[src/rtl/dual_pkg.sv]
package dual_pkg;

  // csr file depth, indexed by the low csr number bits
  localparam int CSR_COUNT = 16;
  localparam logic [31:0] PC_STEP = 32'd4;

  typedef enum logic [5:0] {
    OP_ADD   = 6'h01,
    OP_SUB   = 6'h02,
    OP_AND   = 6'h03,
    OP_OR    = 6'h04,
    OP_XOR   = 6'h05,
    OP_ADDI  = 6'h06,
    OP_CSRWR = 6'h07
  } op_e;

  // same word, two decodings picked by the opcode
  typedef union packed {
    struct packed {
      op_e         opcode;
      logic [10:0] unused;
      logic [4:0]  rk;
      logic [4:0]  rj;
      logic [4:0]  rd;
    } r_form;
    struct packed {
      op_e         opcode;
      logic [1:0]  unused;
      // addi imm in [11:0], csr number for csrwr
      logic [13:0] field;
      logic [4:0]  rj;
      logic [4:0]  rd;
    } i_form;
  } inst_u;

  // inst1 is the older of the pair
  typedef struct packed {
    inst_u inst1;
    inst_u inst2;
  } inst_pair_t;

  typedef struct packed {
    logic        valid;
    op_e         op;
    logic [4:0]  dest;
    logic        gr_we;
    logic        csr_we;
    logic [13:0] csr_num;
    logic [31:0] src1;
    logic [31:0] src2;
    logic [31:0] pc;
  } dec_lane_t;

  typedef struct packed {
    logic        valid;
    logic        gr_we;
    logic [4:0]  dest;
    logic [31:0] result;
    logic        csr_we;
    logic [13:0] csr_num;
    logic [31:0] csr_wdata;
    logic [31:0] pc;
  } wb_lane_t;

  typedef struct packed {
    logic        valid;
    logic [4:0]  dest;
    logic [31:0] value;
  } fwd_t;

  typedef struct packed {
    logic        we;
    logic [4:0]  addr;
    logic [31:0] data;
  } rf_wr_t;

  typedef struct packed {
    logic        we;
    logic [13:0] num;
    logic [31:0] data;
  } csr_wr_t;

  typedef struct packed {
    logic        valid;
    logic        we;
    logic [4:0]  dest;
    logic [31:0] data;
    logic [31:0] pc;
  } commit_t;

endpackage
[src/rtl/writeback_stage.sv]
`timescale 1ns/10ps

module writeback_stage import dual_pkg::*; (
  output logic     wb_ready,
  input  logic     commit_ready,
  input  wb_lane_t wb1,
  input  wb_lane_t wb2,
  output rf_wr_t   rf_wr1,
  output rf_wr_t   rf_wr2,
  output csr_wr_t  csr_wr,
  output fwd_t     wb_fwd1,
  output fwd_t     wb_fwd2,
  output commit_t  commit1,
  output commit_t  commit2
);

  logic lane_we1;
  logic lane_we2;

  assign wb_ready = commit_ready;

  // lane 2 is younger, so it wins a shared destination
  assign lane_we2 = wb2.valid && wb2.gr_we;
  assign lane_we1 = wb1.valid && wb1.gr_we && !(lane_we2 && wb2.dest == wb1.dest);

  assign rf_wr1 = '{we: lane_we1 && commit_ready, addr: wb1.dest, data: wb1.result};
  assign rf_wr2 = '{we: lane_we2 && commit_ready, addr: wb2.dest, data: wb2.result};

  assign wb_fwd1 = '{valid: lane_we1, dest: wb1.dest, value: wb1.result};
  assign wb_fwd2 = '{valid: lane_we2, dest: wb2.dest, value: wb2.result};

  // decode never pairs two csrwr
  always_comb begin
    csr_wr = '0;
    if (wb1.valid && wb1.csr_we) begin
      csr_wr.we   = commit_ready;
      csr_wr.num  = wb1.csr_num;
      csr_wr.data = wb1.csr_wdata;
    end else if (wb2.valid && wb2.csr_we) begin
      csr_wr.we   = commit_ready;
      csr_wr.num  = wb2.csr_num;
      csr_wr.data = wb2.csr_wdata;
    end
  end

  assign commit1 = '{valid: wb1.valid, we: rf_wr1.we, dest: wb1.dest,
                     data: wb1.result, pc: wb1.pc};
  assign commit2 = '{valid: wb2.valid, we: rf_wr2.we, dest: wb2.dest,
                     data: wb2.result, pc: wb2.pc};

endmodule

[config.mk]
export PLATFORM = sky130hd
export DESIGN_NAME = writeback_stage
export DESIGN_NICKNAME = d
export VERILOG_FILES = /design/src/rtl/dual_pkg.sv /design/src/rtl/writeback_stage.sv
export SDC_FILE = /design/constraint.sdc
export NUM_CORES = 1
export LEC_CHECK = 0
export ABC_AREA = 1
export BUFFER_PORTS_ARGS = -buffer_cell sky130_fd_sc_hd__buf_2
export CAP_MARGIN = 30
export CORE_AREA = 2 2 222 224
export DETAILED_ROUTE_END_ITERATION = 16
export DIE_AREA = 0 0 224 226
export SYNTH_ARGS = -nofsm -noshare
export SYNTH_HDL_FRONTEND = slang
export SYNTH_SLANG_ARGS = --single-unit
[constraint.sdc]
create_clock -name vclk -period 0.8
set_clock_uncertainty 0.2 [all_clocks]
set_input_delay 0.08 -clock vclk [all_inputs]
set_output_delay 0.08 -clock vclk [all_outputs]
set_load 0.1 [all_outputs]
# [Yosys cells after proc, flatten, opt, wreduce, memory -nomap -nowiden]
# Cells that the tools add are included.
[totals] regBits=0 in_bits=237 output_inout_bits=342 wordCells=12
[op_classes] n_eq_ne=1 muxes=2 n_reduce_logical=9
[op_table] op="$mux 47" n=2
[op_table] op="$logic_and 1x1->1" n=8
[op_table] op="$eq 5x5->1" n=1
[op_table] op="$logic_not 1->1" n=1

# [Longest topological paths before layout]
[logic_depth] ltp_word=5 depth_mapped=8 depth_no_buf=7

# [Worst setup path before layout]
# No wires, ideal clock.
[synth_timing] path_type="input to output" from="in wb1[117] (netlist bit)" to="out csr_wr[0] (netlist bit)" arrival_ps=2447 required_time_ps=520 setup_slack_ps=-1927 cell_stages=3 path_cell_list="nand2_1 > nand3_4 > o21ai_0"
[synth_rtl] element="from (decl)" line_no="writeback_stage.sv:6" rtl="input wb_lane_t wb1,"
[synth_rtl] element="to (decl)" line_no="writeback_stage.sv:10" rtl="output csr_wr_t csr_wr,"

==> impl_metrics.toml <==
[outcome]
status = "complete, but fails checks"
violations = "hold timing, setup timing"

[timing]
period_minus_slack_ps = 1390
setup_slack_ps = -591
worst_slew_pin_slew_ps = 270
clock.fmax_ghz = 0.719
min_period_over_period_pct = 174
fin_hold_ws_ps = -40.0
slew_headroom_pct = 82.0
hold_violations = 256
setup_viol = 54
final_max_slew_viol_count = 0
rsz0062_at_grt = "yes"

[flow_run]
cap_violations = 0

[die]
ioPinCount = 579
die_h_um = 226
die-area_um2 = 50600
dieWidth_um = 224
initial_utilization_pct = 6.74
fp.coreArea_um2 = 48300
fp-row-count = 81

[pwr]
power_switching_mw = 2.85
powerDensity_nw_per_um2 = 893
combPwrFrac_pct = 100.0
power_frac_clock_pct = 0
vdd_drop_max_uv = 308
internal-power_mw = 1.67
p_leak_nw = 2.14
p_seq_share_pct = 0
netSwitchingFraction_pct = 63.0

[worst_setup_path]
critPathRequiredTime_ps = 520
slowest_delay_ps = 210
crit_path_max_fanout = 21
crit_chain = "buf_8 -> buf_12 -> nand2_8 -> nand3_4 -> buf_12 -> o21ai_4 -> buf_12"
end_kind = "output port"
worstPathArrival_ps = 1110
start_kind = "primary input"
cpMaxStageDelayCell = "buf_12"
cpMostUsedCell = "buf_12"
worstSetupPathType = "in2out"

[final_layout]
layout_common_cells = "buf_2 (99), buf_12 (97), inv_1 (52)"
num-nets-final = 658
instances_no_fill = 1041
final_common_cell = "buf_2"
fin_area_um2 = 5060
drive_above_1_share_pct = 73.0
area_delta_synth_final_pct = 55.3
antenna_cells = 0
regArea_um2 = 0
seq_cells = 0
num-clock-buffers = 0

[routing]
wl_mm = 12.2
via_count = 2377
postRouteAntennaNets = 0
wl_per_cell_um = 11.7
drt_iter0_drc = 46
route.detailed.drc = 0
vias_per_cell = 2.28
drt_pass1_iterations = 4

[place]
globalplace.congestion = 0.603
port_buffers = 195
place_inst = 1034
preCtsSetupSlack_ps = -654
dpl_cell_area_um2 = 4810
hpwl_mm = 10.6

[yosys]
synth.largest_area_cell = "buf_4"
yosysTopAreaCellShare_pct = 67.9
synth_top_family_by_area = "buffers and inverters"
avgSynthCellArea_um2 = 6.71
seq_area_frac_synth_pct = 0
synth_xor_area_share_pct = 0
syn_nets = 723
synth.area.mux_share_pct = 0
syn_area_um2 = 3260
synthAdderAreaFrac_pct = 0
synth-compound-area-share_pct = 11.8
synthSimpleGateAreaFrac_pct = 10.9
synthTopCellsByArea = "buf_4 (68%), o21ai_2 (11%), nand3_1 (7.2%), inv_1 (6.7%), nand2_1 (2.0%)"
yosys_warnings = 0
syn-instance-count = 486
synth_cell_types = 15

[min_path]
min_path_cells = 0
hold_class = "in2out"
hp-start = "wb1[29]"
worstHoldEndpoint = "commit1[29]"

[global_route]
antenna_found_initial = 1
grt_use_total_pct = 4.23
grt_pass1_wl_mm = 15.9
grt_pass1_vias = 2339
grt_remaining_overflow = 0
grt_max_degree = 22
routing by layer:
metal / global-route usage [%] / vias to the layer above / wire length, um / share of wire (%)
met5: 0.978 / - / 75 / 0.61
met4: 2.30 / 4 / 686 / 5.6
met3: 3.17 / 82 / 2120 / 17
met2: 5.99 / 259 / 5290 / 43
met1: 4.44 / 977 / 4040 / 33
li1: - / 1055 / - / -
worst max-delay path, delay by kind of cell:
kind                   cells  cell delay (ps)
AOI/OAI and AO/OA          1              190
buffers and inverters      4              620
and+or+nand+nor            2              170
timing repair:
| action | in CTS | in global routing |
|---|---|---|
| resized for setup | 39 | 19 |
| pin swaps | 5 | 4 |
| setup endpoints to repair | 76 | 71 |
| setup buffers | 9 | 3 |
| hold endpoints to repair | 256 | 256 |
power by group through the flow:
stage / Sequential (mW) / Clock [mW] / Combinational [mW]
final: 0 / 0 / 4.52
after global routing: 0 / 0 / 4.68
after CTS: 0 / 0 / 4.56
after detailed placement: 0 / 0 / 4.42
after global placement: 0 / 0 / 4.42
after floorplan: 0 / 0 / 8.80
synthesized netlist by cell type, drive strengths merged:
library cell and n:
a21oi 1, buf 306, clkbuf 1, inv 59, nand2 19, nand3 48, nor2 6, o21ai 46
logic make-up after synthesis:
| family | after synthesis |
|---|---|
| AO/OA/AOI/OAI | 47 |
| buffers and inverters | 366 |
| AND/OR/NAND/NOR | 73 |
final cells by class:
class	count	area, um^2
inverters	59	230
repair buffers	240	2870
multi-input cells	120	1190
well taps	622	778
fillers	5542	43300
through the flow:
stage | utilization, % | setup TNS, ps | total power, mW
final | 10.5 | -28010 | 4.52
after global routing | 10.5 | -30750 | 4.68
after CTS | 10.4 | -30830 | 4.56
after detailed placement | 9.96 | -32330 | 4.42
after global placement | 9.96 | -31630 | 4.42
after floorplan | - | -31400 | 8.80
worst max-delay path by stage:
stage                     startpoint          to  depth (start not counted)
after floorplan             wb1[117]  csr_wr[10]                          4
after global placement      wb1[117]  csr_wr[23]                          7
after detailed placement    wb1[117]  csr_wr[26]                          7
after CTS                   wb1[117]  csr_wr[26]                          7
after global routing         wb1[78]  csr_wr[26]                          7
final                        wb1[78]  csr_wr[36]                          7
Power figures use the tool's default switching activity.
