[config.mk]
export PLATFORM = sky130hd
export DESIGN_NAME = lane_execute
export DESIGN_NICKNAME = d
export VERILOG_FILES = /design/src/rtl/dual_pkg.sv /design/src/rtl/lane_execute.sv
export SDC_FILE = /design/constraint.sdc
export NUM_CORES = 1
export LEC_CHECK = 0
export ABC_AREA = 1
export ABC_CLOCK_PERIOD_IN_PS = 8100
export BUFFER_PORTS_ARGS = -buffer_cell sky130_fd_sc_hd__buf_4
export CELL_PAD_IN_SITES_DETAIL_PLACEMENT = 1
export CELL_PAD_IN_SITES_GLOBAL_PLACEMENT = 1
export CORE_MARGIN = 5
export CORE_UTILIZATION = 35
export DETAILED_ROUTE_END_ITERATION = 10
export PLACE_DENSITY_LB_ADDON = 0.08
export SLEW_MARGIN = 10
export SYNTH_ARGS = -nofsm -noshare
export SYNTH_HDL_FRONTEND = slang
export SYNTH_SLANG_ARGS = --single-unit
[constraint.sdc]
create_clock -name clk -period 8.1 [get_ports clk]
set_input_delay 0.405 -clock clk [delete_from_list [all_inputs] [get_ports clk]]
set_output_delay 0.405 -clock clk [all_outputs]
set_load 0.05 [all_outputs]
[src/rtl/dual_pkg.sv]
package dual_pkg;

  // csr file depth, indexed by the low csr number bits
  localparam int CSR_COUNT = 16;
  localparam logic [31:0] PC_STEP = 32'd4;

  typedef enum logic [5:0] {
    OP_ADD   = 6'h01,
    OP_SUB   = 6'h02,
    OP_AND   = 6'h03,
    OP_OR    = 6'h04,
    OP_XOR   = 6'h05,
    OP_ADDI  = 6'h06,
    OP_CSRWR = 6'h07
  } op_e;

  // same word, two decodings picked by the opcode
  typedef union packed {
    struct packed {
      op_e         opcode;
      logic [10:0] unused;
      logic [4:0]  rk;
      logic [4:0]  rj;
      logic [4:0]  rd;
    } r_form;
    struct packed {
      op_e         opcode;
      logic [1:0]  unused;
      // addi imm in [11:0], csr number for csrwr
      logic [13:0] field;
      logic [4:0]  rj;
      logic [4:0]  rd;
    } i_form;
  } inst_u;

  // inst1 is the older of the pair
  typedef struct packed {
    inst_u inst1;
    inst_u inst2;
  } inst_pair_t;

  typedef struct packed {
    logic        valid;
    op_e         op;
    logic [4:0]  dest;
    logic        gr_we;
    logic        csr_we;
    logic [13:0] csr_num;
    logic [31:0] src1;
    logic [31:0] src2;
    logic [31:0] pc;
  } dec_lane_t;

  typedef struct packed {
    logic        valid;
    logic        gr_we;
    logic [4:0]  dest;
    logic [31:0] result;
    logic        csr_we;
    logic [13:0] csr_num;
    logic [31:0] csr_wdata;
    logic [31:0] pc;
  } wb_lane_t;

  typedef struct packed {
    logic        valid;
    logic [4:0]  dest;
    logic [31:0] value;
  } fwd_t;

  typedef struct packed {
    logic        we;
    logic [4:0]  addr;
    logic [31:0] data;
  } rf_wr_t;

  typedef struct packed {
    logic        we;
    logic [13:0] num;
    logic [31:0] data;
  } csr_wr_t;

  typedef struct packed {
    logic        valid;
    logic        we;
    logic [4:0]  dest;
    logic [31:0] data;
    logic [31:0] pc;
  } commit_t;

endpackage
[src/rtl/lane_execute.sv]
`timescale 1ns/10ps

module lane_execute import dual_pkg::*; (
  input  logic        clk,
  input  logic        reset,
  input  logic        wb_ready,
  input  dec_lane_t   dec,
  input  logic [31:0] csr_rdata,
  output logic [3:0]  csr_raddr,
  input  csr_wr_t     csr_wr,
  output fwd_t        ex_fwd,
  output wb_lane_t    wb
);

  logic [31:0] csr_old;
  logic [31:0] result;

  assign csr_raddr = dec.csr_num[3:0];

  // a csr write at the commit edge is not in the file yet
  assign csr_old = (csr_wr.we && csr_wr.num[3:0] == dec.csr_num[3:0]) ? csr_wr.data : csr_rdata;

  always_comb begin
    case (dec.op)
      OP_ADD, OP_ADDI: result = dec.src1 + dec.src2;
      OP_SUB:          result = dec.src1 - dec.src2;
      OP_AND:          result = dec.src1 & dec.src2;
      OP_OR:           result = dec.src1 | dec.src2;
      OP_XOR:          result = dec.src1 ^ dec.src2;
      // old csr value goes back to rd
      OP_CSRWR:        result = csr_old;
      default:         result = 32'd0;
    endcase
  end

  assign ex_fwd.valid = dec.valid && dec.gr_we;
  assign ex_fwd.dest  = dec.dest;
  assign ex_fwd.value = result;

  always_ff @(posedge clk) begin
    if (reset) begin
      wb.valid <= 1'b0;
    end else if (wb_ready) begin
      wb.valid     <= dec.valid;
      wb.gr_we     <= dec.gr_we;
      wb.dest      <= dec.dest;
      wb.result    <= result;
      wb.csr_we    <= dec.csr_we;
      wb.csr_num   <= dec.csr_num;
      // rj value is the new csr contents
      wb.csr_wdata <= dec.src1;
      wb.pc        <= dec.pc;
    end
  end

endmodule

==> Word level (Yosys, flattened, before mapping) <==
Index checks and enable logic that the tools add are counted.
{ "word_totals": {"reg_bits": 118, "latch_bits": 0, "ramBits": 0, "romBits": 0, "in_bits": 206, "out_inout_bits": 160, "word_cells": 28, "n_memories": 0} }
{ "classes": {"add_sub_neg": 2, "multipliers": 0, "n_div": 0, "n_lt_le_gt_ge": 0, "eq_ne": 8, "shifts": 0, "n_mux": 2, "n_bitwise": 4, "n_reduce_logical": 4} }
{ "op_table": {"columns": ["operator", "n"], "rows": [
  ["$pmux W32 S6", 1],
  ["$add A32 B32 Y32", 1],
  ["$and A32 B32 Y32", 1],
  ["$mux W32", 1],
  ["$or A32 B32 Y32", 1],
  ["$sub A32 B32 Y32", 1],
  ["$xor A32 B32 Y32", 1],
  ["$eq A6 B3 Y1 const B", 4],
  ["$eq A6 B2 Y1 const B", 2],
  ["$eq A6 B1 Y1 const B", 1],
  ["$eq A4 B4 Y1", 1],
  ["$logic_and A1 B1 Y1", 2],
  ["$reduce_and A2 Y1", 1],
  ["$reduce_or A2 Y1", 1],
  ["$not A1 Y1", 1]
]} }

==> Depth between registers and ports, before layout <==
{ "depth": {"depth_word": 4, "depth_mapped": 24, "ltp_nobuf": 24} }

==> Worst setup path before layout <==
OpenSTA, ideal clock, no wires.
{ "synth_path": {"kind": "input-to-reg", "startpoint": "input wb_ready", "endpoint": "register wb[0] (netlist bit), enable pin", "setup_ps": 598, "arrival_time_ps": 5368, "required_ps": 7502, "setup_slack_ps": 2134, "path_stages": 2, "n_path_buf": 0, "path_cell_list": "inv_1 > nor2_1"} }
{ "synth_between": {"elab_chain_len": 1} }
{ "synth_rtl": {"columns": ["item", "line", "text"], "rows": [
  ["from (decl)", "lane_execute.sv:6", "input logic wb_ready,"],
  ["$reduce_and A2 Y1 (no source line)", null, null],
  ["to (decl)", "lane_execute.sv:12", "output wb_lane_t wb"]
]} }
No other way between the ends.
A chain may end at the register's enable or synchronous reset.

==> key figures <==
Run status
  – Status: finished clean

Detailed routing
  – Drt first-iter violations: 668
  – First-pass detailed-route iteration total: 5
  – Via Count: 9,527
  – Via density: 4.908
  – Post-route ant nets: 0
  – Routed wire length: 40,930 µm
  – DRC violations left: 0
  – Drt wl/cell: 21.09 µm

GRT
  – Vias in the first global route: 9,741
  – Tot GR Track Use: 0.2624
  – Initial antenna violation count: 1
  – Gr ovfl total: 0
  – First-pass GRT wire length: 60,620 µm
  – Pin count of the biggest net entering global routing: 78

Power
  – P_leak: 0.006677 µW
  – Sw Pwr: 783.8 µW
  – Clock Power Share: 0.372
  – Seq pwr share: 0.330
  – Internal: 1422 µW
  – Combinational power share: 0.298
  – IR drop worst, VDD: 0.0001165 V
  – Power Density: 170.3 mW/mm²
  – Sw frac: 0.3553

Worst setup path
  – Top delay family on crit path: simple AND/OR/NAND/NOR gates
  – CP Launch Point: dec[122]
  – Levels on crit path: 20
  – CP max stage cell: nand3_1
  – RR Startpoint: wb[117]
  – Crit path top cell by count: nand2_1
  – RR Endpoint: wb[117]
  – WP data required: 7.70 ns
  – FF-to-FF path depth: 2
  – Crit path to: ex_fwd[16]
  – Setup crit end kind: primary output
  – Crit path launch type: input pin
  – Worst Path Buf+Inv: 5
  – Worst-path cell chain: buf_4 > nor2_2 > nand3_1 > inv_1 > nor2_1 > xor2_1 > inv_1 > ha_1 > nand2_1 > nor2_1 > inv_1 > nor2_1 > nand2_1 > nand3_1 > nand2_1 > nand2_1 > nand2_1 > nand3_1 > nand3_1 > buf_4
  – Reg2reg setup slack: 7.48 ns
  – Critical Path Fanout Max: 22
  – CP max stage delay: 0.73 ns
  – Crit path kind: input pin to primary output
  – CP Data Arrival Time: 4.62 ns

Timing
  – Fin crit share: 0.6204
  – Total negative slack: 0 ns
  – Worst-Margin Slew: 1.039 ns
  – Final hold violations: 0
  – Crit path time final: 5.025 ns
  – Setup violations, final: 0
  – Hold_ws: 0.1500 ns
  – Clock skew: 0 ns
  – Rel. slew slack: 0.3077
  – FMAX: 199.0 MHz
  – Max Slew Vio Count: 0
  – Unrepaired setup endpoints after global routing: no

Clocking
  – H-tree Lvls: 4
  – Post-CTS sizing: 0
  – Clk buf depth: 2
  – Root Buffer: clkbuf_16
  – Clk_lat worst skew: 0.42 ns
  – CTS Buf Count: 17
  – CTS tree: done
  – Post-CTS Setup Repair Bufs: 0
  – Clock slew at reported path FFs: 0.06 ns
  – Hold-fix buffers, CTS: 0
  – Clock sinks: 118

Die
  – Die area: 0.03019 mm²
  – Core area: 0.02665 mm²
  – I/O pin cnt: 366
  – Height of the die: 173.7 µm
  – Initial Util: 0.3521
  – FP Rows: 60
  – Die width: 173.7 µm

Logic synthesis
  – Synth area leader: edfxtp_1
  – Post-synth cell types: 37
  – Sequential area share after synthesis: 0.3765
  – Syn Nets: 1,541
  – Async set or reset register ratio after synthesis: 0
  – Post-synth EDFFs: 117
  – Mapped Avg Cell Area: 7.580 µm²
  – Main synth FF type: edfxtp_1
  – Cells after Synth: 1,238
  – Flops & latches, synth: 118
  – Area share of the leading cell type in the synthesized netlist: 0.3744
  – Top post-synthesis cells by area: edfxtp_1, nand2_1, ha_1, inv_1, nor2_1
  – Mapped cell area: 0.009384 mm²
  – Yosys warnings: 0

Finish
  – Nets: 1,889
  – Max reg flops: 118
  – Layout cells sized above 1: 0.2608
  – Largest regs: wb (118)
  – Register with the most flip-flops: wb
  – Area Growth Syn to Fin: 38.00%

Placed design
  – DPL Wire Length: 33,670 µm
  – Routability cong.: 0.8962
  – Port bufs: 355

Hold path
  – Hold Crit Class: input pin to flop

Job
  – Max cap viols: 0
==> cell usage in the layout (no fill, tap or decap), types with 29 or more instances in the layout <==
cell and count:
a21oi_1 31, edfxtp_1 117, ha_1 96, xor2_1 33, nand2_1 338, inv_1 240, o21ai_0 29, nand3_1 66
nor2_1 123, buf_4 362
==> Yosys cell counts, types with 5 or more instances <==
library cell and number:
o22ai_1 19, inv_1 240, o211ai_1 10, nor3_1 7
or2_2 12, xor2_1 33, nor2_1 124, nand2_1 338
ha_1 96, nand4_1 11, a211oi_1 12, nand3_1 67
buf_4 12, clkbuf_1 7, o21bai_1 5, buf_2 12
a21oi_1 31, o21ai_0 29, nand3b_1 16, o21a_1 11
edfxtp_1 117, o21ai_1 6
==> through the flow <==
stage	setup slack [ns]	area, µm²	instances	util	power (µW)
after floorplan	2.134	9384	1238	-	1141
after global placement	3.130	12340	1908	0.4631	1381
after detailed placement	3.067	12340	1908	0.4631	1398
after CTS	3.035	12950	1940	0.4858	2221
after global routing	2.571	12950	1941	0.4859	2302
final	3.075	12950	1941	0.4859	2206
==> cells by family after synthesis <==
group | synth area share
flops | 0.3765
buf+inv | 0.1184
fa+ha+maj | 0.1301
xor+xnor | 0.03080
compound gates | 0.08347
simple gates | 0.2607
==> layer usage <==
layer	up-vias	wire length (µm)	track usage
met5	-	0	0
met4	0	724	0.06104
met3	32	2422	0.06041
met2	242	20140	0.4584
met1	4616	17640	0.3301
li1	4637	-	-
==> worst reg2reg max path, stage by stage (launching register included) <==
cell,delay (ns)
dfxtp_1,0.33
nand2_1,0.07
a21oi_1,0.15
==> power by group through the flow <==
stage	clock network, µW	registers [µW]	logic (µW)
6_report	821	728	656
3_5_place_dp	0	742	656
2_1_floorplan	0	885	256
3_3_place_gp	0	739	642
5_1_grt	862	733	707
4_1_cts	833	729	659
==> worst min path at each step <==
stage / start / to / slack [ns] / cells after the start
3_3_place_gp: wb[117] / wb[117] / 0.44 / 2
6_report: dec[25] / wb[25] / 0.15 / 1
5_1_grt: dec[107] / wb[75] / 0.13 / 1
2_1_floorplan: reset / wb[117] / 0.47 / 1
4_1_cts: dec[107] / wb[75] / 0.13 / 1
3_5_place_dp: wb[117] / wb[117] / 0.50 / 2
==> layout make-up <==
cell class / count / area (µm²)
fill: 3362 / 13700
multi-input combinational: 844 / 4752
sequential: 118 / 3533
clock inverter: 13 / 172.7
antenna: 1 / 2.502
clock buffer: 19 / 432.9
inverter: 243 / 912.1
timing repair buffer: 362 / 2718
tap: 341 / 426.7
No activity file was read; power rests on OpenSTA's default activity.
