--- config.mk ---
export PLATFORM = sky130hd
export DESIGN_NAME = issue_decode
export DESIGN_NICKNAME = d
export VERILOG_FILES = /design/src/rtl/dual_pkg.sv /design/src/rtl/issue_decode.sv
export SDC_FILE = /design/constraint.sdc
export NUM_CORES = 1
export LEC_CHECK = 0
export BUFFER_PORTS_ARGS = -buffer_cell sky130_fd_sc_hd__buf_2
export CAP_MARGIN = 20
export CORE_AREA = 2 2 240 242
export CTS_BUF_LIST = sky130_fd_sc_hd__clkbuf_16
export DETAILED_ROUTE_END_ITERATION = 7
export DIE_AREA = 0 0 242 244
export GPL_ROUTABILITY_DRIVEN = 0
export PLACE_DENSITY_LB_ADDON = 0.2
export SLEW_MARGIN = 20
export SYNTH_ARGS = -nofsm -noshare
export SYNTH_HDL_FRONTEND = slang
export SYNTH_SLANG_ARGS = --single-unit
--- constraint.sdc ---
create_clock -name clk -period 17 [get_ports clk]
set_input_delay 0 -clock clk [delete_from_list [all_inputs] [get_ports clk]]
set_output_delay 0 -clock clk [all_outputs]
set_load 0.03 [all_outputs]
--- src/rtl/dual_pkg.sv ---
package dual_pkg;

  // csr file depth, indexed by the low csr number bits
  localparam int CSR_COUNT = 16;
  localparam logic [31:0] PC_STEP = 32'd4;

  typedef enum logic [5:0] {
    OP_ADD   = 6'h01,
    OP_SUB   = 6'h02,
    OP_AND   = 6'h03,
    OP_OR    = 6'h04,
    OP_XOR   = 6'h05,
    OP_ADDI  = 6'h06,
    OP_CSRWR = 6'h07
  } op_e;

  // same word, two decodings picked by the opcode
  typedef union packed {
    struct packed {
      op_e         opcode;
      logic [10:0] unused;
      logic [4:0]  rk;
      logic [4:0]  rj;
      logic [4:0]  rd;
    } r_form;
    struct packed {
      op_e         opcode;
      logic [1:0]  unused;
      // addi imm in [11:0], csr number for csrwr
      logic [13:0] field;
      logic [4:0]  rj;
      logic [4:0]  rd;
    } i_form;
  } inst_u;

  // inst1 is the older of the pair
  typedef struct packed {
    inst_u inst1;
    inst_u inst2;
  } inst_pair_t;

  typedef struct packed {
    logic        valid;
    op_e         op;
    logic [4:0]  dest;
    logic        gr_we;
    logic        csr_we;
    logic [13:0] csr_num;
    logic [31:0] src1;
    logic [31:0] src2;
    logic [31:0] pc;
  } dec_lane_t;

  typedef struct packed {
    logic        valid;
    logic        gr_we;
    logic [4:0]  dest;
    logic [31:0] result;
    logic        csr_we;
    logic [13:0] csr_num;
    logic [31:0] csr_wdata;
    logic [31:0] pc;
  } wb_lane_t;

  typedef struct packed {
    logic        valid;
    logic [4:0]  dest;
    logic [31:0] value;
  } fwd_t;

  typedef struct packed {
    logic        we;
    logic [4:0]  addr;
    logic [31:0] data;
  } rf_wr_t;

  typedef struct packed {
    logic        we;
    logic [13:0] num;
    logic [31:0] data;
  } csr_wr_t;

  typedef struct packed {
    logic        valid;
    logic        we;
    logic [4:0]  dest;
    logic [31:0] data;
    logic [31:0] pc;
  } commit_t;

endpackage
--- src/rtl/issue_decode.sv ---
`timescale 1ns/10ps

module issue_decode import dual_pkg::*; (
  input  logic             clk,
  input  logic             reset,
  input  logic             pair_valid,
  input  inst_pair_t       pair,
  output logic             pair_ready,
  input  logic             wb_ready,
  output logic [3:0][4:0]  rf_raddr,
  input  logic [3:0][31:0] rf_rdata,
  input  fwd_t             ex_fwd1,
  input  fwd_t             ex_fwd2,
  input  fwd_t             wb_fwd1,
  input  fwd_t             wb_fwd2,
  output dec_lane_t        dec1,
  output dec_lane_t        dec2
);

  logic        out_of_reset;
  logic        held_valid;
  inst_u       held_inst;
  logic [31:0] pc_q;

  inst_u       slot [2];
  logic [4:0]  rj [2];
  logic [4:0]  rk [2];
  logic [4:0]  rd [2];
  logic        is_imm [2];
  logic        accept;
  logic        split;
  logic        issue1;
  logic        issue2;
  dec_lane_t   next1;
  dec_lane_t   next2;

  // youngest producer wins, r0 always comes from the file
  function automatic logic [31:0] resolve(input logic [4:0] addr, input logic [31:0] rf_val,
                                          input fwd_t e1, input fwd_t e2,
                                          input fwd_t w1, input fwd_t w2);
    logic [31:0] val;
    val = rf_val;
    if (addr != 5'd0) begin
      if (e2.valid && e2.dest == addr) val = e2.value;
      else if (e1.valid && e1.dest == addr) val = e1.value;
      else if (w2.valid && w2.dest == addr) val = w2.value;
      else if (w1.valid && w1.dest == addr) val = w1.value;
    end
    return val;
  endfunction

  function automatic dec_lane_t make_lane(input logic v, input inst_u inst,
                                          input logic [31:0] rj_val, input logic [31:0] rk_val,
                                          input logic [31:0] pc);
    dec_lane_t lane;
    lane.valid = v;
    lane.op    = inst.r_form.opcode;
    lane.src1  = rj_val;
    lane.pc    = pc;
    if (inst.r_form.opcode inside {OP_ADDI, OP_CSRWR}) begin
      lane.dest    = inst.i_form.rd;
      lane.csr_we  = inst.i_form.opcode == OP_CSRWR;
      lane.csr_num = lane.csr_we ? inst.i_form.field : 14'd0;
      lane.src2    = lane.csr_we ? 32'd0 :
                     {{20{inst.i_form.field[11]}}, inst.i_form.field[11:0]};
    end else begin
      lane.dest    = inst.r_form.rd;
      lane.csr_we  = 1'b0;
      lane.csr_num = 14'd0;
      lane.src2    = rk_val;
    end
    lane.gr_we = lane.dest != 5'd0;
    return lane;
  endfunction

  // a held lane 2 issues alone in slot 0
  always_comb begin
    slot[0] = held_valid ? held_inst : pair.inst1;
    slot[1] = pair.inst2;
    for (int i = 0; i < 2; i++) begin
      is_imm[i] = slot[i].r_form.opcode inside {OP_ADDI, OP_CSRWR};
      if (is_imm[i]) begin
        rj[i] = slot[i].i_form.rj;
        rd[i] = slot[i].i_form.rd;
        rk[i] = 5'd0;
      end else begin
        rj[i] = slot[i].r_form.rj;
        rd[i] = slot[i].r_form.rd;
        rk[i] = slot[i].r_form.rk;
      end
    end
  end

  assign rf_raddr = {rk[1], rj[1], rk[0], rj[0]};

  assign pair_ready = out_of_reset && wb_ready && !held_valid;
  assign accept     = pair_valid && pair_ready;

  // lane 2 depends on lane 1, or both touch the csr file
  assign split = (rd[0] != 5'd0 && (rj[1] == rd[0] || (!is_imm[1] && rk[1] == rd[0])))
              || (slot[0].r_form.opcode == OP_CSRWR && slot[1].r_form.opcode == OP_CSRWR);

  assign issue1 = held_valid || accept;
  assign issue2 = accept && !split;

  assign next1 = make_lane(issue1, slot[0],
                           resolve(rj[0], rf_rdata[0], ex_fwd1, ex_fwd2, wb_fwd1, wb_fwd2),
                           resolve(rk[0], rf_rdata[1], ex_fwd1, ex_fwd2, wb_fwd1, wb_fwd2),
                           pc_q);
  assign next2 = make_lane(issue2, slot[1],
                           resolve(rj[1], rf_rdata[2], ex_fwd1, ex_fwd2, wb_fwd1, wb_fwd2),
                           resolve(rk[1], rf_rdata[3], ex_fwd1, ex_fwd2, wb_fwd1, wb_fwd2),
                           pc_q + PC_STEP);

  always_ff @(posedge clk) begin
    if (reset) begin
      out_of_reset <= 1'b0;
      held_valid   <= 1'b0;
      pc_q         <= 32'd0;
      dec1.valid   <= 1'b0;
      dec2.valid   <= 1'b0;
    end else begin
      out_of_reset <= 1'b1;
      if (wb_ready) begin
        dec1 <= next1;
        dec2 <= next2;
        if (held_valid) held_valid <= 1'b0;
        else if (accept && split) held_valid <= 1'b1;
        if (issue2) pc_q <= pc_q + PC_STEP + PC_STEP;
        else if (issue1) pc_q <= pc_q + PC_STEP;
      end
    end
  end

  always_ff @(posedge clk) begin
    if (accept && split) held_inst <= pair.inst2;
  end

endmodule

**Word-level counts from Yosys, hierarchy flattened**

Cells that the tools add are included.

- Register bits: 314
- Latch bits: 0
- Bits in writable memories: 0
- Memory bits (read-only): 0
- Input bits: 348
- Memories: 0

- Add/sub/neg operators: 2
- $mul: 0
- Divide/modulo/power cells: 0
- Order comparisons: 0
- Equality and inequality tests: 22
- Shift-type cells: 0
- Mux-type cells: 32
- Bitwise logic cells: 1
- Reduce and logical (&&, ||, !) cells: 43

Operators by type and width:

| cell | count |
|---|---|
| $mux W32 | 27 |
| $eq A5 B5 Y1 | 18 |
| $add A32 B3 Y32 const B | 2 |
| $reduce_bool A5 Y1 | 6 |
| $eq A6 B3 Y1 const B | 4 |
| $logic_and A1 B1 Y1 | 24 |
| $mux W5 | 2 |
| $reduce_and A2 Y1 | 4 |
| $reduce_bool A2 Y1 | 3 |
| $logic_not A1 Y1 | 3 |
| $logic_or A1 B1 Y1 | 3 |
| $mux W1 | 3 |
| $not A1 Y1 | 1 |

**Longest topological paths before layout**

- Word-level depth: 12
- Depth in mapped cells: 13

**Worst setup path after synthesis**

OpenSTA, ideal clock, no wires.

- Path type: input to register
- Start point: input port reset
- End point: register dec1[100] (netlist name) (enable)
- Data arrival time: 10.750 ns
- Required time: 16.128 ns
- Slack: 5.378 ns
- Stages on the path: 2
- Buffers on the path: 1
- Cells stage by stage: clkbuf_1 > nor2b_1

- Cells in the longest elaborated chain, start to end: 2

Ends and longest elaborated chain:

| what | line | source |
|---|---|---|
| start, declared | issue_decode.sv:5 | `input logic reset,` |
| $not A1 Y1 (no line) | n/a |  |
| $reduce_and A2 Y1 (no line) | n/a |  |
| end signal, assigned | issue_decode.sv:125 | `dec1 <= next1;` |
| end, declared | issue_decode.sv:16 | `output dec_lane_t dec1,` |

No other way between the ends.
A chain may end at the register's enable or synchronous reset.

==> results_dict.tcl <==
set metrics [dict create \
    p_leak_nw 11.52 \
    worst_setup_path_end_kind "register" \
    clkLatencyLatePin_ns 0.57 \
    seq_area_frac_synth 0.4462 \
    grt_antenna_before_repair 45 \
    dr.pass1.iters 7 \
    numPlacedInstances 3308 \
    nets 3274 \
    start_kind "register" \
    fin_skew_ns 0.02277 \
    drv_slew 0 \
    seq_power_share 0.413 \
    drive_gt1_frac 0.2665 \
    grt_max_degree 77 \
    max_cap_violations 0 \
    ctsResizeCount 0 \
    root_buffer "clkbuf_16" \
    hold-path-cell-count 3 \
    netlist_area_um2 19830 \
    ys_seq_elements 306 \
    drc 0 \
    min_to "dec2[91]$_DFFE_PP_" \
    holdCritPathClass "in2reg" \
    start_util 0.3531 \
    yosysMostFrequentCell "edfxtp_1" \
    p_per_area_nw_per_um2 75.68 \
    final.min_clock_period_ns 5.704 \
    ys_top_cells_by_count "272 x edfxtp_1, 213 x nand2_1, 208 x nor2_1" \
    tightest_slew_ns 1.161 \
    finalHoldViolCount 0 \
    grt_util_all_layers 0.3039 \
    die_w_um 242 \
    status "finished, final reports clean" \
    cts_max_level 2 \
    io_buffers 608 \
    yosysTopAreaCell "edfxtp_1" \
    totalWireLength_um 93850 \
    ir_worst_vdd_mv 0.05723 \
    final_cells 3731 \
    clockBufferDepth 3 \
    die_h_um 244 \
    area_delta_synth_final_pct 40.56 \
    num_vias 21850 \
    syn_area_per_cell_um2 9.373 \
    synth-edff-count 272 \
    synth_ff_type "edfxtp_1" \
    drt_iter0_markers 2123 \
    ant_nets 0 \
    synth_top_area_frac 0.4118 \
    setup-tns-final_ns 0 \
    clock_power_share 0.374 \
    grt_pass1_vias 21840 \
    netlist_instances 2116 \
    cts_sinks 306 \
    finalPower_mw 2.110 \
    max_slew_margin 0.2231 \
    cts_tree "yes" \
    internal_power_mw 1.492 \
    timing.final.crit_share 0.3355 \
    crit_type "reg2reg" \
    p_comb_frac 0.213 \
    routedWlPerCell_um 25.15 \
    r2r_start "held_valid$_SDFFE_PP0P_" \
    ys_types 82 \
    swShare 0.2926 \
    rrSetupSlack_ns 11.30 \
    p_switching_mw 0.6174 \
    viasPerCell 5.855 \
    post_cts.repair.setup_buffers 0 \
    nFillCells 5318 \
    worst_slack_ns 11.30 \
    setup_viol 0 \
    ys_warn_count 0 \
    placementRows 87 \
    fmax_mhz 175.3 \
    yosys-top-cells-area "edfxtp_1 41%, mux2i_1 5.9%, nand2_1 4.0%" \
    die-area_um2 59050 \
    worstPathMaxFanout 34 \
    crit_arrival_ns 6.13 \
    grt_overflow 0 \
    numCtsBuffers 38 \
    synthArstFlopShare 0 \
    dp_hpwl_um 64870 \
    io_pins 617 \
    r2r_cells 12 \
    worst_ep_required_time_ns 17.42 \
    hp-start "ex_fwd2[27]" \
    dp_slack_ns 12.23 \
    grt_pass1_wl_um 137200 \
    clk_pin_slew_ns 0.06 \
    reg2reg_to "dec1[37]$_DFFE_PP_" \
    core_um2 56170 \
    rsz0062_at_grt "false" \
]
sequential cells by signal, summed over array words and instances (netlist names):
signal / count
pc_q: 30
held_valid: 1
dec1: 122
dec2: 122
held_inst: 30
out_of_reset: 1
layer usage:
metal	share of wire	GRT usage
met2	0.46	0.4968
met5	0.0025	0
met3	0.10	0.09284
met1	0.37	0.3598
met4	0.055	0.1607
worst max path at each step:
stage,from,end
finish,held_valid$_SDFFE_PP0P_,dec1[37]$_DFFE_PP_
global route,held_valid$_SDFFE_PP0P_,dec1[36]$_DFFE_PP_
CTS,held_valid$_SDFFE_PP0P_,dec1[36]$_DFFE_PP_
detailed placement,held_valid$_SDFFE_PP0P_,dec1[64]$_DFFE_PP_
global placement,held_valid$_SDFFE_PP0P_,dec1[91]$_DFFE_PP_
floorplan,reset,dec1[100]$_SDFFCE_PN0P_
cells in the final DEF, fill, tap and decap left out, types with 20 or more instances in the layout:
cell / n
a211o_1: 42
a211oi_1: 56
a21oi_1: 126
a22oi_1: 25
a32oi_1: 22
and2_1: 25
and3_1: 20
buf_2: 608
buf_4: 34
clkbuf_16: 39
dfxtp_1: 33
diode_2: 26
dlygate4sd3_1: 331
edfxtp_1: 272
inv_1: 42
mux2_2: 22
mux2i_1: 117
nand2_1: 210
nand3_1: 56
nor2_1: 206
nor3_1: 32
nor4_1: 23
o21ai_0: 148
o221ai_1: 54
xnor2_1: 53
xor2_1: 49
worst max-delay path: stages (launching register included):
cell and delay (ns):
dfxtp_2 0.58, buf_4 0.51, or3b_2 0.26, a22o_2 0.68, nand3_1 0.16, a211oi_1 0.32
and3_1 0.54, buf_4 0.35, and2_1 0.55, a221oi_1 0.15, dlygate4sd3_1 0.62, o21ai_0 0.12
dlygate4sd3_1 0.61
repair_timing:
action,4_1_cts,5_1_grt
hold endpoints to repair,228,0
hold buffers,331,0
endpoints found under the setup margin,0,0
through the flow:
step,utilization,hold slack [ns],cell area [µm²]
floorplan,-,0.09887,19840
global placement,0.4143,0.2011,23270
detailed placement,0.4145,0.2001,23280
CTS,0.4945,0.001348,27780
global route,0.4959,0.02153,27850
finish,0.4963,0.02870,27880
area by class of cell:
class                      count  area (µm²)  area share
antenna                       26       65.06    0.002334
timing repair buffer         975        6650      0.2386
sequential                   306        8850      0.3175
inverter                      34       127.6    0.004578
clock inverter                26       205.2    0.007361
tap                          756       945.9     0.03393
clock buffer                  39       975.9     0.03501
multi-input combinational   1569       10060      0.3608
power by group through the flow:
| stage | sequential, mW | clock [mW] | combinational [mW] |
|---|---|---|---|
| after floorplan | 0.961 | 0 | 0.144 |
| after global placement | 0.886 | 0 | 0.357 |
| after detailed placement | 0.887 | 0 | 0.363 |
| after CTS | 0.871 | 0.807 | 0.438 |
| after global routing | 0.874 | 0.832 | 0.474 |
| final | 0.871 | 0.790 | 0.449 |
kinds of logic (layout without fill, tap and decap cells):
logic type	Yosys count	in the layout	synth area share
fa+ha+maj	2	2	0.001262
flops	306	306	0.4462
xor+xnor	102	102	0.04504
other cells	1	30	0.0001891
simple gates	705	705	0.1716
buf+inv	244	1074	0.05287
mux	141	141	0.07293
compound gates	615	615	0.2100
No activity file was read; power rests on OpenSTA's default activity.
