`config.mk`:
```
export PLATFORM = sky130hd
export DESIGN_NAME = csr_file
export DESIGN_NICKNAME = d
export VERILOG_FILES = /design/src/rtl/dual_pkg.sv /design/src/rtl/csr_file.sv
export SDC_FILE = /design/constraint.sdc
export NUM_CORES = 1
export LEC_CHECK = 0
export ABC_AREA = 1
export CAP_MARGIN = 30
export CORE_UTILIZATION = 30
export DETAILED_ROUTE_END_ITERATION = 12
export DONT_BUFFER_PORTS = 1
export PLACE_DENSITY = 0.46
export SLEW_MARGIN = 40
export SYNTH_ARGS = -nofsm -noshare
export SYNTH_HDL_FRONTEND = slang
export SYNTH_SLANG_ARGS = --single-unit
```
`constraint.sdc`:
```
create_clock -name clk -period 3.2 [get_ports clk]
set_clock_uncertainty 0.1 [all_clocks]
set_input_delay 0.48 -clock clk [delete_from_list [all_inputs] [get_ports clk]]
set_output_delay 0.48 -clock clk [all_outputs]
set_load 0.02 [all_outputs]
```
`src/rtl/dual_pkg.sv`:
```
package dual_pkg;

  // csr file depth, indexed by the low csr number bits
  localparam int CSR_COUNT = 16;
  localparam logic [31:0] PC_STEP = 32'd4;

  typedef enum logic [5:0] {
    OP_ADD   = 6'h01,
    OP_SUB   = 6'h02,
    OP_AND   = 6'h03,
    OP_OR    = 6'h04,
    OP_XOR   = 6'h05,
    OP_ADDI  = 6'h06,
    OP_CSRWR = 6'h07
  } op_e;

  // same word, two decodings picked by the opcode
  typedef union packed {
    struct packed {
      op_e         opcode;
      logic [10:0] unused;
      logic [4:0]  rk;
      logic [4:0]  rj;
      logic [4:0]  rd;
    } r_form;
    struct packed {
      op_e         opcode;
      logic [1:0]  unused;
      // addi imm in [11:0], csr number for csrwr
      logic [13:0] field;
      logic [4:0]  rj;
      logic [4:0]  rd;
    } i_form;
  } inst_u;

  // inst1 is the older of the pair
  typedef struct packed {
    inst_u inst1;
    inst_u inst2;
  } inst_pair_t;

  typedef struct packed {
    logic        valid;
    op_e         op;
    logic [4:0]  dest;
    logic        gr_we;
    logic        csr_we;
    logic [13:0] csr_num;
    logic [31:0] src1;
    logic [31:0] src2;
    logic [31:0] pc;
  } dec_lane_t;

  typedef struct packed {
    logic        valid;
    logic        gr_we;
    logic [4:0]  dest;
    logic [31:0] result;
    logic        csr_we;
    logic [13:0] csr_num;
    logic [31:0] csr_wdata;
    logic [31:0] pc;
  } wb_lane_t;

  typedef struct packed {
    logic        valid;
    logic [4:0]  dest;
    logic [31:0] value;
  } fwd_t;

  typedef struct packed {
    logic        we;
    logic [4:0]  addr;
    logic [31:0] data;
  } rf_wr_t;

  typedef struct packed {
    logic        we;
    logic [13:0] num;
    logic [31:0] data;
  } csr_wr_t;

  typedef struct packed {
    logic        valid;
    logic        we;
    logic [4:0]  dest;
    logic [31:0] data;
    logic [31:0] pc;
  } commit_t;

endpackage
```
`src/rtl/csr_file.sv`:
```
`timescale 1ns/10ps

module csr_file import dual_pkg::*; (
  input  logic        clk,
  input  logic        reset,
  input  logic [3:0]  csr_raddr1,
  input  logic [3:0]  csr_raddr2,
  output logic [31:0] csr_rdata1,
  output logic [31:0] csr_rdata2,
  input  csr_wr_t     csr_wr
);

  logic [31:0] csrs [CSR_COUNT];

  always_ff @(posedge clk) begin
    if (reset) begin
      for (int i = 0; i < CSR_COUNT; i++) begin
        csrs[i] <= 32'd0;
      end
    end else if (csr_wr.we) begin
      // upper number bits are ignored
      csrs[csr_wr.num[3:0]] <= csr_wr.data;
    end
  end

  assign csr_rdata1 = csrs[csr_raddr1];
  assign csr_rdata2 = csrs[csr_raddr2];

endmodule

```
=== Word level (Yosys, flattened, before mapping) ===
Memories as Yosys holds them, arrays and structs flattened.
Cells that the tools add are included.
W data, S select, Z words.

* Output and inout bits: 64
* Memories: 1
* Memory bits (writable): 512
* Flip-flop bits (word level): 0

* Reduce and logical (&&, ||, !) cells: 1
* Mux-type cells: 8

{| class="wikitable"
|+ Memory list
! memory !! depth !! bits a word !! read ports !! clocked after Yosys merged registers in !! wr ports !! line !! text
|-
| csrs || 16 || 32 || 2 || 0 || 16 || csr_file.sv:13 || <nowiki>logic [31:0] csrs [CSR_COUNT];</nowiki>
|}

{| class="wikitable"
|+ Operators with widths
! operator !! count
|-
| $mux W32 || 1
|-
| $reduce_or A32 Y1 || 1
|-
| $mux W1 || 6
|-
| $mux W4 || 1
|}

=== Logic depth before layout (Yosys ltp) ===
Gate-level depths: netlist of run 1.

* Depth in word-level cells: 5
* Mapped depth: 9

=== Worst setup path before layout of run 1 ===
No wires, ideal clock.

* Kind: input-to-reg
* From: input port reset
* To: memory csrs[12][0], enable pin
* Library setup time: 389 ps
* Stages: 6
* Arrival: 1955 ps
* Slack: 755 ps
* Path buffers: 1
* Path through: inv_2 nand2_1 nor3_2 nand2_1 buf_6 nand2_1

{| class="wikitable"
|+ RTL lines
! element !! line !! text
|-
| from (decl) || csr_file.sv:5 || <nowiki>input logic reset,</nowiki>
|-
| to (decl) || csr_file.sv:13 ||
|}

=== Worst setup path after layout of run 1 ===
* From: input port csr_raddr2[0]
* To: output port csr_rdata2[31]

* Cells in the longest elaborated chain, start to end: 1

{| class="wikitable"
|+ RTL lines
! element !! line !! text
|-
| from (decl) || csr_file.sv:7 || <nowiki>input logic [3:0] csr_raddr2,</nowiki>
|-
| $mem_v2 Z16 W32 || n/a ||
|-
| to (decl) || csr_file.sv:9 || <nowiki>output logic [31:0] csr_rdata2,</nowiki>
|}

No other way between the ends.

==> results.yml, run 1 <==
outcome:
  status: "finished with violations"
  violations: "setup timing"
timing:
  min_period_ns: 3.37
  hold_viol_final: 0
  setup_viol: 25
  setup_ws_ns: -0.172
  tns_ns: -2.00
  tightest_slew_ns: 1.30
  slew_violations: 0
  slew_headroom: 0.132
  fin_crit_sh: 1.05
  rsz0062_at_grt: "no"
  fmax_ghz: 0.297
synth:
  synth_area_leader_cell: "edfxtp_1"
  synth_flop_cell: "edfxtp_1"
  ys_ff_latch: 512
  synth_warnings: 0
  synth_common_cells: "nand2_1 (1,122), nand3_1 (896), inv_1 (555)"
  avgSynthCellArea_um2: 7.63
  yosysSeqAreaShare: 0.517
  synth_area_leaders: "edfxtp_1 (52%), nand3_1 (15%), nand2_1 (14%)"
  yosysUniqueCellTypes: 12
  synth-edff-count: 512
  ys_async_sr_fraction: 0
  syn_area_um2: 29700
  synth.most_common_cell: "nand2_1"
  syn_inst: 3898
  yosysTopAreaCellShare: 0.517
  syn-num-nets: 3955
worst_setup_path:
  worstSetupPathType: "in2out"
  worstSetupEndpointType: "primary output"
  path_cells: "inv_8 -> buf_12 -> nand2_1 -> nand3_1 -> nand3_1 -> nand3_1 -> nand2_1"
  worst_setup_path_start_kind: "input port"
  cp_common_cell: "nand3_1"
  crit_path_top_delay_cell: "inv_8"
  max_stage_delay_ns: 0.76
  cp_max_fo: 257
  crit_required_ns: 2.62
  cp.arrival_ns: 2.79
final_layout:
  fin_nets: 3800
  reg_top3: "csrs (512)"
  drive_gt1_frac: 0.0517
  antenna_cells: 0
  area_growth_pct: 9.21
  top_register: "csrs"
  largest_reg_flops: 512
  final_core_util: 0.330
drt:
  drc: 0
  drt-initial-drc-count: 2343
  antenna_left: 0
  wire_per_inst_um: 22.9
  viasPerCell: 5.03
  firstDrtPassIters: 6
  vias: 25500
  routed_wl_um: 116000
placed_design:
  dp_slack_ns: 0.705
  hpwl_um: 58800
  gp_congestion: 0.758
  portBuffers: 0
pwr:
  p_leak_nw: 14.7
  ir_drop_v: 0.000409
  power.total_mw: 16.6
  p_per_area_nw_per_um2: 510
clock_tree:
  clockRootBuffer: "clkbuf_16"
  clk_pin_slew_ns: 0.06
  h-tree-depth: 2
  postCtsSetupBuffers: 0
  cts_tree: "yes"
  clock-sinks: 512
  cts_resized: 0
  numCtsBuffers: 61
  postCtsHoldBufs: 0
  cts_buffer_depth: 3
floorplan:
  start_util: 0.303
  die_area_um2: 100000
  ios: 121
  die_w_um: 317
  coreArea_um2: 98300
  die_height_um: 317
  rows: 115
worst_hold_path:
  hp-class: "in2reg"
grt:
  overflow: 0
  grt_max_degree: 258
  grt_first_pass_wirelength_um: 170000
  antenna_found_initial: 1
  track_usage: 0.232
  grt_pass1_vias: 25000
job:
  max-cap-violations: 0
path summary, 6_finish.rpt:
check	slack [ns]	endpoint	cells past startpoint	from
min	0.20	csrs[14][26]	2	csr_wr[26]
max	-0.17	csr_rdata2[31]	7	csr_raddr2[0]
cell usage in the layout (no fill, tap or decap), types with 3 or more instances in the layout:
| cell | Yosys | final |
|---|---|---|
| buf_12 | 0 | 22 |
| buf_4 | 2 | 51 |
| clkbuf_1 | 79 | 16 |
| clkbuf_16 | 0 | 62 |
| clkinv_1 | 0 | 14 |
| clkinv_2 | 0 | 13 |
| edfxtp_1 | 512 | 512 |
| inv_1 | 555 | 549 |
| inv_2 | 3 | 3 |
| nand2_1 | 1122 | 1090 |
| nand2_2 | 0 | 32 |
| nand3_1 | 896 | 896 |
| nor2_1 | 515 | 515 |
| nor3_2 | 4 | 4 |
report_power, final:
group          leakage [nW]  internal [mW]  switching (mW)
sequential             4.88           7.75          0.0884
clock                 0.879           3.60            2.95
combinational          8.99          0.582            1.58
total                  14.7           11.9            4.62
metrics by stage:
step | cell area (um^2) | hold WS [ns] | instances
5_1_grt | 32500 | 0.196 | 5075
4_1_cts | 32500 | 0.169 | 5075
3_5_place_dp | 30700 | 0.868 | 4967
3_3_place_gp | 30700 | 0.863 | 4967
6_report | 32500 | 0.196 | 5075
2_1_floorplan | 29700 | 0.656 | 3898
cells by family after synthesis:
kind of cell,count (synthesis),synth area share
buffers and inverters,849,0.124
flip-flops,512,0.517
AND/OR/NAND/NOR,2537,0.359
metal layers:
metal,GRT usage,up-vias,routed length (um),share of wire
li1,-,12000,-,-
met1,0.309,12300,49800,0.43
met2,0.384,958,54400,0.47
met3,0.0327,216,8020,0.069
met4,0.0830,2,4070,0.035
met5,0,-,13,0.00011
cell type report:
class / count / area, um^2
clock buffers: 78 / 1610
clock inverters: 30 / 189
fillers: 10300 / 65800
inverters: 558 / 2120
multi-input cells: 2537 / 10700
flip-flops and latches: 512 / 15400
well taps: 1287 / 1610
repair buffers: 73 / 823
worst max-delay path, delay by kind of cell:
kind | cells | cell delay (ns)
buffers and inverters | 2 | 1.11
and+or+nand+nor | 5 | 0.63
(Power assumes the default switching activity.)
==> run 2, diff against run 1 <==
--- a/config.mk
+++ b/config.mk
@@ -5,7 +5,7 @@
 export SDC_FILE = /design/constraint.sdc
 export NUM_CORES = 1
 export LEC_CHECK = 0
-export ABC_AREA = 1
+export ABC_AREA = 0
 export CAP_MARGIN = 30
 export CORE_UTILIZATION = 30
 export DETAILED_ROUTE_END_ITERATION = 12
==> run 2 against run 1 <==
Against the previous run:
- the run now ends clean
- sequential power rose by 1%
- critical path depth fell by 4
- die area fell by 11%
- sequential cell count did not move
- worst setup slack improved by 0.56 ns
- combinational power fell by 21%
- hold slack improved by 0.019 ns
- via count fell by 40%
- design area fell by 6.7%
- fmax rose by 20%
- critical endpoint is now csr_rdata1[15]
==> results.yml, run 2 <==
synth:
  syn-num-nets: 1744
  syn_area_um2: 26600
  avgSynthCellArea_um2: 15.8
  synth.most_common_cell: "edfxtp_1"
  synth_common_cells: "edfxtp_1 (512), and2_1 (482), mux4_2 (256)"
  ys_async_sr_fraction: 0
  ys_ff_latch: 512
  synth_area_leaders: "edfxtp_1 (58%), mux4_2 (22%), and2_1 (11%)"
  synth-edff-count: 512
  synth_area_leader_cell: "edfxtp_1"
  syn_inst: 1687
  synth_warnings: 0
  synth_flop_cell: "edfxtp_1"
  yosysTopAreaCellShare: 0.578
  yosysUniqueCellTypes: 22
  yosysSeqAreaShare: 0.578
worst_setup_path:
  worstSetupEndpointType: "primary output"
  worstSetupPathType: "reg2out"
  cp_top_family: "multiplexers"
  max_stage_delay_ns: 0.46
  cp_max_fo: 2
  cp.depth: 3
  worst_setup_path_start_kind: "flip-flop"
  crit_buf_inv: 0
  crit_required_ns: 2.62
  cp.arrival_ns: 2.23
  crit_path_top_delay_cell: "mux4_2"
  path_cells: "mux4_2 -> a22oi_1 -> nand2_1"
placed_design:
  gp_congestion: 0.734
  portBuffers: 0
  hpwl_um: 48800
  dp.cells: 2736
  placed_area_um2: 28100
worst_hold_path:
  holdPathEnd: "csrs[0][17]"
  whs_path_depth: 2
  holdCritStartpoint: "reset"
  hp-class: "in2reg"
grt:
  antenna_found_initial: 11
  overflow: 0
  track_usage: 0.198
  grt_pass1_vias: 16500
  grt_max_degree: 129
  grt_first_pass_wirelength_um: 125000
timing:
  slew_violations: 0
  slew_headroom: 0.453
  setup_viol: 0
  rsz0062_at_grt: "no"
  fmax_ghz: 0.355
  hold_viol_final: 0
  fin_crit_sh: 0.879
  whs_ns: 0.215
  tns_ns: 0
  min_period_ns: 2.81
  tightest_slew_ns: 0.818
floorplan:
  rows: 108
  die_height_um: 300
  ios: 121
  die_w_um: 300
  coreArea_um2: 87300
  start_util: 0.305
  die_area_um2: 89800
clock_tree:
  cts_resized: 0
  postCtsSetupBuffers: 0
  clockRootBuffer: "clkbuf_16"
  numCtsBuffers: 60
  postCtsHoldBufs: 32
  h-tree-depth: 2
  cts_buffer_depth: 3
  clk_pin_slew_ns: 0.06
  clock-sinks: 512
  cts_tree: "yes"
drt:
  antenna_left: 0
  drt-initial-drc-count: 1489
  drc: 0
  routed_wl_um: 88400
  wire_per_inst_um: 30.8
  firstDrtPassIters: 5
  viasPerCell: 5.36
  vias: 15400
final_layout:
  reg_top3: "csrs (512)"
  final_cell_mix: "edfxtp_1 (512), and2_1 (480), mux4_2 (256)"
  largest_reg_flops: 512
  drive_gt1_frac: 0.274
  fin_nets: 1732
  design_area_um2: 30300
  area_growth_pct: 14.1
  nFillCells: 8367
  top_register: "csrs"
  layout_commonest_cell: "edfxtp_1"
  final_cells: 2874
pwr:
  ir_drop_v: 0.000438
  p_leak_nw: 10.1
  p_per_area_nw_per_um2: 536
  power.total_mw: 16.3
outcome:
  status: "complete, no violations"
job:
  max-cap-violations: 0
[run 2: cell count changes in the layout (fill, tap and decap cells not counted), sizes merged, moves of 256 or more]
cell | before | now
inv | 557 | 0
mux4 | 0 | 256
nand3 | 896 | 0
nor2 | 515 | 14
nand2 | 1122 | 65
and2 | 0 | 514
[run 2: report_power, final]
group          internal (mW)  leakage [nW]  switching [mW]
Clock                   3.78         0.895            2.83
Combinational          0.758          4.37           0.948
Sequential              7.77          4.88           0.174
[run 2: cell families after synthesis]
family	after synthesis	synth area share
flops	512	0.578
mux	256	0.217
simple gates	623	0.143
compound gates	128	0.0361
buf+inv	168	0.0258
[run 2: how the worst max path moves through the flow]
stage	from	endpoint	slack (ns)
6_report	csrs[10][15]	csr_rdata1[15]	0.39
5_1_grt	csrs[10][15]	csr_rdata1[15]	0.31
4_1_cts	csrs[10][15]	csr_rdata1[15]	0.32
3_5_place_dp	csr_raddr2[2]	csr_rdata2[29]	0.71
3_3_place_gp	csr_raddr2[2]	csr_rdata2[29]	0.72
2_1_floorplan	csr_raddr2[0]	csr_rdata2[11]	0.83
[run 2: per-stage QoR]
stage                util  setup slack [ns]
finish              0.347             0.386
global route        0.347             0.309
global placement    0.322             0.724
CTS                 0.347             0.318
floorplan               -             0.829
detailed placement  0.322             0.709
[run 2: metal layers]
layer | wire (um) | GRT usage | vias up
met1 | 36200 | 0.253 | 8280
li1 | - | - | 6514
met4 | 2040 | 0.0483 | 2
met2 | 45200 | 0.349 | 493
met3 | 4980 | 0.0336 | 113
met5 | 13 | 0 | -
[run 2: final cells by class]
type,count,area [um^2],share of cell area
diodes,3,7.51,0.000248
clock inverters,30,283,0.00933
multi-input cells,1007,10700,0.351
flip-flops and latches,512,15400,0.507
well taps,1155,1450,0.0477
clock buffers,73,1570,0.0518
repair buffers,94,986,0.0325
